`src/hw/seq_pkg.sv`:
```
package seq_pkg;

    // Number of start/done channel pairs brought out of the sequencer
    localparam int n_channels = 5;

    // Number of programmable step slots in the register file
    localparam int n_slots = 5;

    // A channel number must be able to name every channel and still leave
    // at least one code free, which the sequencer treats as "no channel"
    localparam int chan_w = 3;

    // Step count and step index share one width
    localparam int step_w = 8;

    // Inter-step delay in clock cycles
    localparam int delay_w = 16;

    // APB bus sizes
    localparam int apb_addr_w = 12;
    localparam int apb_data_w = 32;

    // Control register holds the step count in the low byte and the burst flag above it
    localparam logic [apb_addr_w-1:0] reg_control_addr = 12'h000;

    // Delay register, cycles between the done of one step and the start of the next
    localparam logic [apb_addr_w-1:0] reg_delay_addr = 12'h008;

    // Status register is read only
    localparam logic [apb_addr_w-1:0] reg_status_addr = 12'h00C;

    // First step register; the rest follow one word apart
    localparam logic [apb_addr_w-1:0] reg_step_base_addr = 12'h010;
    localparam int reg_step_stride = 4;

    // Bit position of the burst flag inside the control register
    localparam int ctrl_burst_bit = 8;

    // Bit positions inside the status register
    localparam int status_busy_bit = 0;
    localparam int status_step_lsb = 8;

    // Sequencer states
    // s_start lasts one cycle and requests the start pulse,
    // s_wait_done holds until the selected channel reports done,
    // s_delay runs the inter-step timer down to zero
    typedef enum logic [1:0] {
        s_idle      = 2'd0,
        s_start     = 2'd1,
        s_wait_done = 2'd2,
        s_delay     = 2'd3
    } seq_state_t;

endpackage

```
`src/hw/programmable_sequencer.sv`:
```
`timescale 1ns/1ps

module programmable_sequencer import seq_pkg::*; (
    input  logic                  clock,
    input  logic                  arst_n,
    input  logic                  enable,
    input  logic [n_channels-1:0] step_done,
    output logic [n_channels-1:0] step_start,
    input  logic                  psel,
    input  logic                  penable,
    input  logic                  pwrite,
    input  logic [apb_addr_w-1:0] paddr,
    input  logic [apb_data_w-1:0] pwdata,
    output logic [apb_data_w-1:0] prdata,
    output logic                  pready,
    output logic                  pslverr
);

    // Register file outputs
    logic [step_w-1:0]  n_steps;
    logic               burst;
    logic [delay_w-1:0] delay_value;
    logic [chan_w-1:0]  step_channel;

    // Sequencer status back to the register file
    logic              busy;
    logic [step_w-1:0] current_step;

    // Handshakes between FSM, timer and channel IO
    logic start_req;
    logic timer_load;
    logic expired;
    logic chan_done;

    seq_apb_regs i_seq_apb_regs (
        .clock        (clock),
        .arst_n       (arst_n),
        .psel         (psel),
        .penable      (penable),
        .pwrite       (pwrite),
        .paddr        (paddr),
        .pwdata       (pwdata),
        .prdata       (prdata),
        .pready       (pready),
        .pslverr      (pslverr),
        .busy         (busy),
        .current_step (current_step),
        .n_steps      (n_steps),
        .burst        (burst),
        .delay_value  (delay_value),
        .step_channel (step_channel)
    );

    seq_fsm i_seq_fsm (
        .clock        (clock),
        .arst_n       (arst_n),
        .enable       (enable),
        .n_steps      (n_steps),
        .burst        (burst),
        .chan_done    (chan_done),
        .expired      (expired),
        .start_req    (start_req),
        .timer_load   (timer_load),
        .busy         (busy),
        .current_step (current_step)
    );

    seq_delay_timer i_seq_delay_timer (
        .clock       (clock),
        .arst_n      (arst_n),
        .timer_load  (timer_load),
        .delay_value (delay_value),
        .expired     (expired)
    );

    seq_channel_io i_seq_channel_io (
        .clock        (clock),
        .arst_n       (arst_n),
        .start_req    (start_req),
        .step_channel (step_channel),
        .step_done    (step_done),
        .step_start   (step_start),
        .chan_done    (chan_done)
    );

endmodule

```
`src/hw/seq_apb_regs.sv`:
```
`timescale 1ns/1ps

module seq_apb_regs import seq_pkg::*; (
    input  logic                  clock,
    input  logic                  arst_n,
    input  logic                  psel,
    input  logic                  penable,
    input  logic                  pwrite,
    input  logic [apb_addr_w-1:0] paddr,
    input  logic [apb_data_w-1:0] pwdata,
    output logic [apb_data_w-1:0] prdata,
    output logic                  pready,
    output logic                  pslverr,
    input  logic                  busy,
    input  logic [step_w-1:0]     current_step,
    output logic [step_w-1:0]     n_steps,
    output logic                  burst,
    output logic [delay_w-1:0]    delay_value,
    output logic [chan_w-1:0]     step_channel
);

    // One channel number per step slot
    logic [chan_w-1:0] step_reg [n_slots];

    // Access phase of an APB transfer
    logic access;

    // Address decode
    logic               control_hit;
    logic               delay_hit;
    logic               status_hit;
    logic [n_slots-1:0] step_hit;
    logic               mapped;

    // Write strobe for the writable registers
    logic wr_en;

    assign access      = psel && penable;
    assign control_hit = paddr == reg_control_addr;
    assign delay_hit   = paddr == reg_delay_addr;
    assign status_hit  = paddr == reg_status_addr;

    // Each step register sits at its own word; addresses in between are unmapped
    always_comb begin
        for (int i = 0; i < n_slots; i++) begin
            step_hit[i] = paddr == reg_step_base_addr + apb_addr_w'(i * reg_step_stride);
        end
    end

    assign mapped = control_hit || delay_hit || status_hit || (|step_hit);

    // Status can only be read, so a write there is refused along with unmapped addresses
    assign wr_en   = access && pwrite && mapped && !status_hit;
    assign pslverr = access && (!mapped || (pwrite && status_hit));

    // No wait states, every transfer completes in its access phase
    assign pready = 1'b1;

    // Writes land on the access-phase edge
    always_ff @(posedge clock or negedge arst_n) begin
        if (!arst_n) begin
            n_steps     <= '0;
            burst       <= 1'b0;
            delay_value <= '0;
            for (int i = 0; i < n_slots; i++) begin
                step_reg[i] <= '0;
            end
        end else if (wr_en) begin
            if (control_hit) begin
                n_steps <= pwdata[step_w-1:0];
                burst   <= pwdata[ctrl_burst_bit];
            end
            if (delay_hit) begin
                delay_value <= pwdata[delay_w-1:0];
            end
            for (int i = 0; i < n_slots; i++) begin
                if (step_hit[i]) begin
                    step_reg[i] <= pwdata[chan_w-1:0];
                end
            end
        end
    end

    // Read data follows the address directly and is zero outside the access phase
    always_comb begin
        prdata = '0;
        if (access) begin
            if (control_hit) begin
                prdata[step_w-1:0]     = n_steps;
                prdata[ctrl_burst_bit] = burst;
            end
            if (delay_hit) begin
                prdata[delay_w-1:0] = delay_value;
            end
            if (status_hit) begin
                prdata[status_busy_bit]                        = busy;
                prdata[status_step_lsb +: step_w]              = current_step;
            end
            for (int i = 0; i < n_slots; i++) begin
                if (step_hit[i]) begin
                    prdata[chan_w-1:0] = step_reg[i];
                end
            end
        end
    end

    // Channel of the slot the sequencer is on
    // A step index past the last slot reads as all ones, which names no channel,
    // so such steps are skipped just like a slot holding a bad channel number
    always_comb begin
        step_channel = '1;
        for (int i = 0; i < n_slots; i++) begin
            if (current_step == step_w'(i)) begin
                step_channel = step_reg[i];
            end
        end
    end

endmodule

```
`src/hw/seq_channel_io.sv`:
```
`timescale 1ns/1ps

module seq_channel_io import seq_pkg::*; (
    input  logic                  clock,
    input  logic                  arst_n,
    input  logic                  start_req,
    input  logic [chan_w-1:0]     step_channel,
    input  logic [n_channels-1:0] step_done,
    output logic [n_channels-1:0] step_start,
    output logic                  chan_done
);

    // One-hot form of the slot's channel number
    logic [n_channels-1:0] chan_onehot;

    // Low when the channel number is past the last real channel
    logic chan_valid;

    always_comb begin
        for (int i = 0; i < n_channels; i++) begin
            chan_onehot[i] = step_channel == chan_w'(i);
        end
    end

    assign chan_valid = |chan_onehot;

    // A channel that does not exist reports done at once, so its slot passes without a pulse
    assign chan_done = chan_valid ? |(chan_onehot & step_done) : 1'b1;

    // The pulse is registered, which puts it one cycle after s_start
    // start_req is a single cycle wide, so the pulse is too
    always_ff @(posedge clock or negedge arst_n) begin
        if (!arst_n) begin
            step_start <= '0;
        end else if (start_req) begin
            step_start <= chan_onehot;
        end else begin
            step_start <= '0;
        end
    end

endmodule

```
`src/hw/seq_delay_timer.sv`:
```
`timescale 1ns/1ps

module seq_delay_timer import seq_pkg::*; (
    input  logic               clock,
    input  logic               arst_n,
    input  logic               timer_load,
    input  logic [delay_w-1:0] delay_value,
    output logic               expired
);

    // Remaining cycles of the inter-step delay
    logic [delay_w-1:0] count;

    // After a load with value d the counter reads d in the next cycle
    // and reaches zero d cycles later, so the FSM sits in s_delay for d+1 cycles
    always_ff @(posedge clock or negedge arst_n) begin
        if (!arst_n) begin
            count <= '0;
        end else if (timer_load) begin
            count <= delay_value;
        end else if (count != '0) begin
            count <= count - 1'b1;
        end
    end

    // The counter parks at zero, which keeps the flag up until the next load
    // A load of zero therefore expires in the very first delay cycle
    assign expired = count == '0;

endmodule

```
`src/hw/seq_fsm.sv`:
```
`timescale 1ns/1ps

module seq_fsm import seq_pkg::*; (
    input  logic              clock,
    input  logic              arst_n,
    input  logic              enable,
    input  logic [step_w-1:0] n_steps,
    input  logic              burst,
    input  logic              chan_done,
    input  logic              expired,
    output logic              start_req,
    output logic              timer_load,
    output logic              busy,
    output logic [step_w-1:0] current_step
);

    seq_state_t state;
    seq_state_t state_next;

    logic [step_w-1:0] step_next;

    // One bit wider than the step index so the last-step compare cannot wrap
    logic [step_w:0] step_plus_one;
    logic            last_step;

    // Set once a burst has run to its end, cleared when enable drops
    logic burst_done;

    assign step_plus_one = {1'b0, current_step} + 1'b1;

    // Also true when the step count was lowered below the current index mid-run
    assign last_step = step_plus_one >= {1'b0, n_steps};

    always_comb begin
        state_next = state;
        step_next  = current_step;
        case (state)
            s_idle: begin
                // A zero step count never starts, and a finished burst waits for enable to cycle
                if (enable && (n_steps != '0) && !burst_done) begin
                    state_next = s_start;
                    step_next  = '0;
                end
            end
            s_start: begin
                state_next = s_wait_done;
            end
            s_wait_done: begin
                // No timeout here, the channel may take as long as it needs
                if (chan_done) begin
                    state_next = s_delay;
                end
            end
            s_delay: begin
                if (expired) begin
                    if (last_step) begin
                        step_next  = '0;
                        // Looping only goes on while enable is still high at the sequence end
                        state_next = (burst || !enable) ? s_idle : s_start;
                    end else begin
                        step_next  = current_step + 1'b1;
                        state_next = s_start;
                    end
                end
            end
            default: begin
                state_next = s_idle;
            end
        endcase
    end

    always_ff @(posedge clock or negedge arst_n) begin
        if (!arst_n) begin
            state        <= s_idle;
            current_step <= '0;
        end else begin
            state        <= state_next;
            current_step <= step_next;
        end
    end

    always_ff @(posedge clock or negedge arst_n) begin
        if (!arst_n) begin
            burst_done <= 1'b0;
        end else if (!enable) begin
            burst_done <= 1'b0;
        end else if ((state == s_delay) && expired && last_step && burst) begin
            burst_done <= 1'b1;
        end
    end

    // Start request for the channel IO, which turns it into the actual pulse a cycle later
    assign start_req = state == s_start;

    // Timer starts on the same edge that moves us into s_delay
    assign timer_load = (state == s_wait_done) && chan_done;

    assign busy = state != s_idle;

endmodule

```
`config.mk`:
```
export PLATFORM = sky130hd
export DESIGN_NAME = programmable_sequencer
export DESIGN_NICKNAME = d
export VERILOG_FILES = /design/src/hw/seq_pkg.sv /design/src/hw/programmable_sequencer.sv /design/src/hw/seq_apb_regs.sv /design/src/hw/seq_channel_io.sv /design/src/hw/seq_delay_timer.sv /design/src/hw/seq_fsm.sv
export SDC_FILE = /design/constraint.sdc
export NUM_CORES = 1
export LEC_CHECK = 0
export BUFFER_PORTS_ARGS = -buffer_cell sky130_fd_sc_hd__buf_2
export CORE_MARGIN = 2
export CORE_UTILIZATION = 35
export DETAILED_ROUTE_END_ITERATION = 12
export SETUP_SLACK_MARGIN = 0.3
export SYNTH_ARGS = -nofsm -noshare
export SYNTH_HDL_FRONTEND = slang
export SYNTH_SLANG_ARGS = --single-unit
```
`constraint.sdc`:
```
create_clock -name clock -period 2.9 [get_ports clock]
set_clock_uncertainty 0.1 [all_clocks]
set_input_delay 0.29 -clock clock [delete_from_list [all_inputs] [get_ports clock]]
set_output_delay 0.29 -clock clock [all_outputs]
set_load 0.03 [all_outputs]
```
==> out/summary.txt <==
Dominant cells by area after synthesis - dfrtp_1, mux2_2, ha_1
GRT overflow - 0
Req. time, crit path - 3.02 ns
Yosys cell types - 62
Starting Density - 35.84%
H-Tree Depth - 3
Worst Path Arrival - 3.08 ns
Setup ws final - -0.05777 ns
Flop2flop setup slack - -0.06 ns
# Max-Cap Violations - 0
Violated checks - negative setup slack
Syn avg cell area - 9.985 um2
CTS clock-pin slew for the worst setup and hold paths - 0.06 ns
Count leader, synth - dfrtp_1
Ys flop type - dfrtp_1
Number of global-route vias before repair - 4009
Reg2Reg Launch Point - i_seq_fsm.current_step[1]
Worst Setup Start Kind - flop
Crit end category - flop
Final net count - 636
Clock Sinks - 72
Worst IR Drop VDD - 0.2665 mV
Yosys warnings - 0
WL final - 12270 um
CTS Buf Count - 9
Total track usage - 18.28%
Origin of the worst setup path - i_seq_fsm.current_step[1]
CTS Buffer Depth - 2
Gate Count Post-Synth - 453
CTS tree - yes
Power density cells - 600.1 nW/um2
Post-synth EDFFs - 0
Core area - 12620 um2
DP Wirelength - 8743 um
Die Y - 117.7 um
Clk_lat worst skew - 0.34 ns
Pin count of the biggest net entering global routing - 38
Row cnt - 41
CP top delay family - simple AND/OR/NAND/NOR gates
Number of diodes - 0
IO Pins - 94
Final setup violation count - 16
Post-synth top cells - dfrtp_1, mux2_2, nor2_1, nand2_1, inv_1
Antenna-violating nets left - 0
Max stage delay cell, worst path - or4_4
Critical path class - reg2reg
Area grow syn2layout - 33.28%
First-pass GRT wire length - 20200 um
Buffers on Ports - 60
Measured slew at the worst slew-check pin - 0.5527 ns
Cell count along the critical path - 9
Critical-path cell list - ha_4, or4b_1, nand4_1, o2111ai_4, or4_4, o211ai_4, buf_12, buf_8, mux2_4
CTS root buf - clkbuf_16
Vias - 3749
Outcome - finished, violations left
Minimum clock period after layout - 2.958 ns
Total Die Area - 13850 um2
Antenna violations before repair - 0
CP Capture Point - i_seq_delay_timer.count[11]
GP Congestion - 0.8660
Leak - 0.002900 uW
Number of DRC markers in iteration 0 - 197
RSZ-0062 raised after global routing - true
Register-to-Register Path Depth - 9
Post-layout util - 47.77%
Final period util - 102.0%
Final Slew Violations - 0
Pre-CTS WS - -0.05178 ns
Mapped Area - 4523 um2
Vias per cell - 5.059
DIE WIDTH - 117.7 um
Rel. slew slack - 63.15%
Achievable Freq - 338.1 MHz
R2r endpoint - i_seq_delay_timer.count[11]
Final count of hold timing violations - 0
Sequential share of the synthesized area - 39.83%
Critical Path Fanout Max - 6
Initial DRT Pass Iterations - 5
Drc violations - 0
DR WL/cell - 16.56 um
#FFs+latches synth - 72
Share of cells above drive strength 1 - 42.00%
Synth top area share - 39.83%
Worst min-delay path category - in2reg
Crit path buf inv count - 2
Largest stage delay on the critical path - 0.54 ns
Post-synth ARST share - 100.0%
Largest area contributor in the netlist - dfrtp_1
-- logic make-up (layout without fill, tap and decap cells) --
kind of cell | Yosys count | after routing | synth area share [%]
flops | 72 | 72 | 39.83
compound gates | 75 | 75 | 11.87
other cells | 2 | 17 | 0.1660
mux | 66 | 66 | 17.04
buf+inv | 61 | 162 | 7.247
fa+ha+maj | 17 | 17 | 4.703
simple gates | 144 | 144 | 16.04
xor+xnor | 16 | 16 | 3.098
-- per-layer routing --
layer	part of all wire (%)	track usage [%]
met5	0	0
met4	1.4	4.970
met3	3.8	3.828
met2	50	31.80
met1	45	22.95
-- placed cells by master, fill, tap and decap left out, types with 3 or more instances in the layout --
cell type and instances:
a21oi_1 14, a222oi_1 3, a22o_1 3, a22oi_1 14
a31oi_1 3, and2_1 6, buf_12 5, buf_2 58
buf_4 46, buf_6 5, clkbuf_16 9, conb_1 17
dfrtp_1 68, dfrtp_2 4, ha_1 13, ha_4 3
inv_1 26, mux2_2 41, mux2_4 17, mux2i_1 5
mux2i_2 3, nand2_1 29, nand3_1 7, nor2_1 46
nor2b_1 4, nor3_1 8, nor4_1 5, o21ai_0 12
o22ai_1 3, or3_1 3, xnor2_1 8, xnor2_2 3
xor2_1 5
-- what timing repair did --
item / CTS / global route
gates cloned: 1 / 0
gates resized for setup: 35 / 22
setup endpoints to repair: 29 / 42
hold endpoints to repair: 21 / 0
setup buffers: 10 / 5
pin swaps: 10 / 10
hold buffers: 1 / 0
-- worst min-delay path by stage --
stage               start                             end  depth (start not counted)
5_1_grt        pwdata[15]  i_seq_apb_regs.delay_value[15]                          2
4_1_cts        pwdata[15]  i_seq_apb_regs.delay_value[15]                          2
6_report       pwdata[11]  i_seq_apb_regs.delay_value[11]                          2
2_1_floorplan      arst_n            i_seq_apb_regs.burst                          0
3_3_place_gp       arst_n   i_seq_apb_regs.delay_value[5]                          1
3_5_place_dp       arst_n   i_seq_apb_regs.delay_value[5]                          1
-- power by group --
part	internal [uW]	leakage, uW	switching [uW]
registers	1120	0.000977	114
clock network	781	0.000163	446
logic	603	0.00176	556
-- final cells by class --
type	count	area, um2
Inverter	29	113.9
Clock buffer	10	239.0
Tap cell	172	215.2
Multi-Input combinational cell	335	2718
Sequential cell	72	1807
Timing Repair Buffer	117	844.6
Clock inverter	6	91.34
Fill cell	1199	6591
-- stage by stage --
step / hold WS (ns) / std cells / cell area, um2 / setup TNS [ns] / power [uW]
finish: 0.08323 / 741 / 6028 / -0.6216 / 3618
global route: 0.07506 / 741 / 6028 / -2.567 / 3819
CTS: 0.07851 / 736 / 5898 / -0.4256 / 3591
detailed placement: 0.2086 / 708 / 5273 / -0.3513 / 2174
global placement: 0.2010 / 708 / 5273 / -0.03161 / 2134
floorplan: -0.1056 / 468 / 4626 / 0 / 1954
Power figures use the tool's default switching activity.
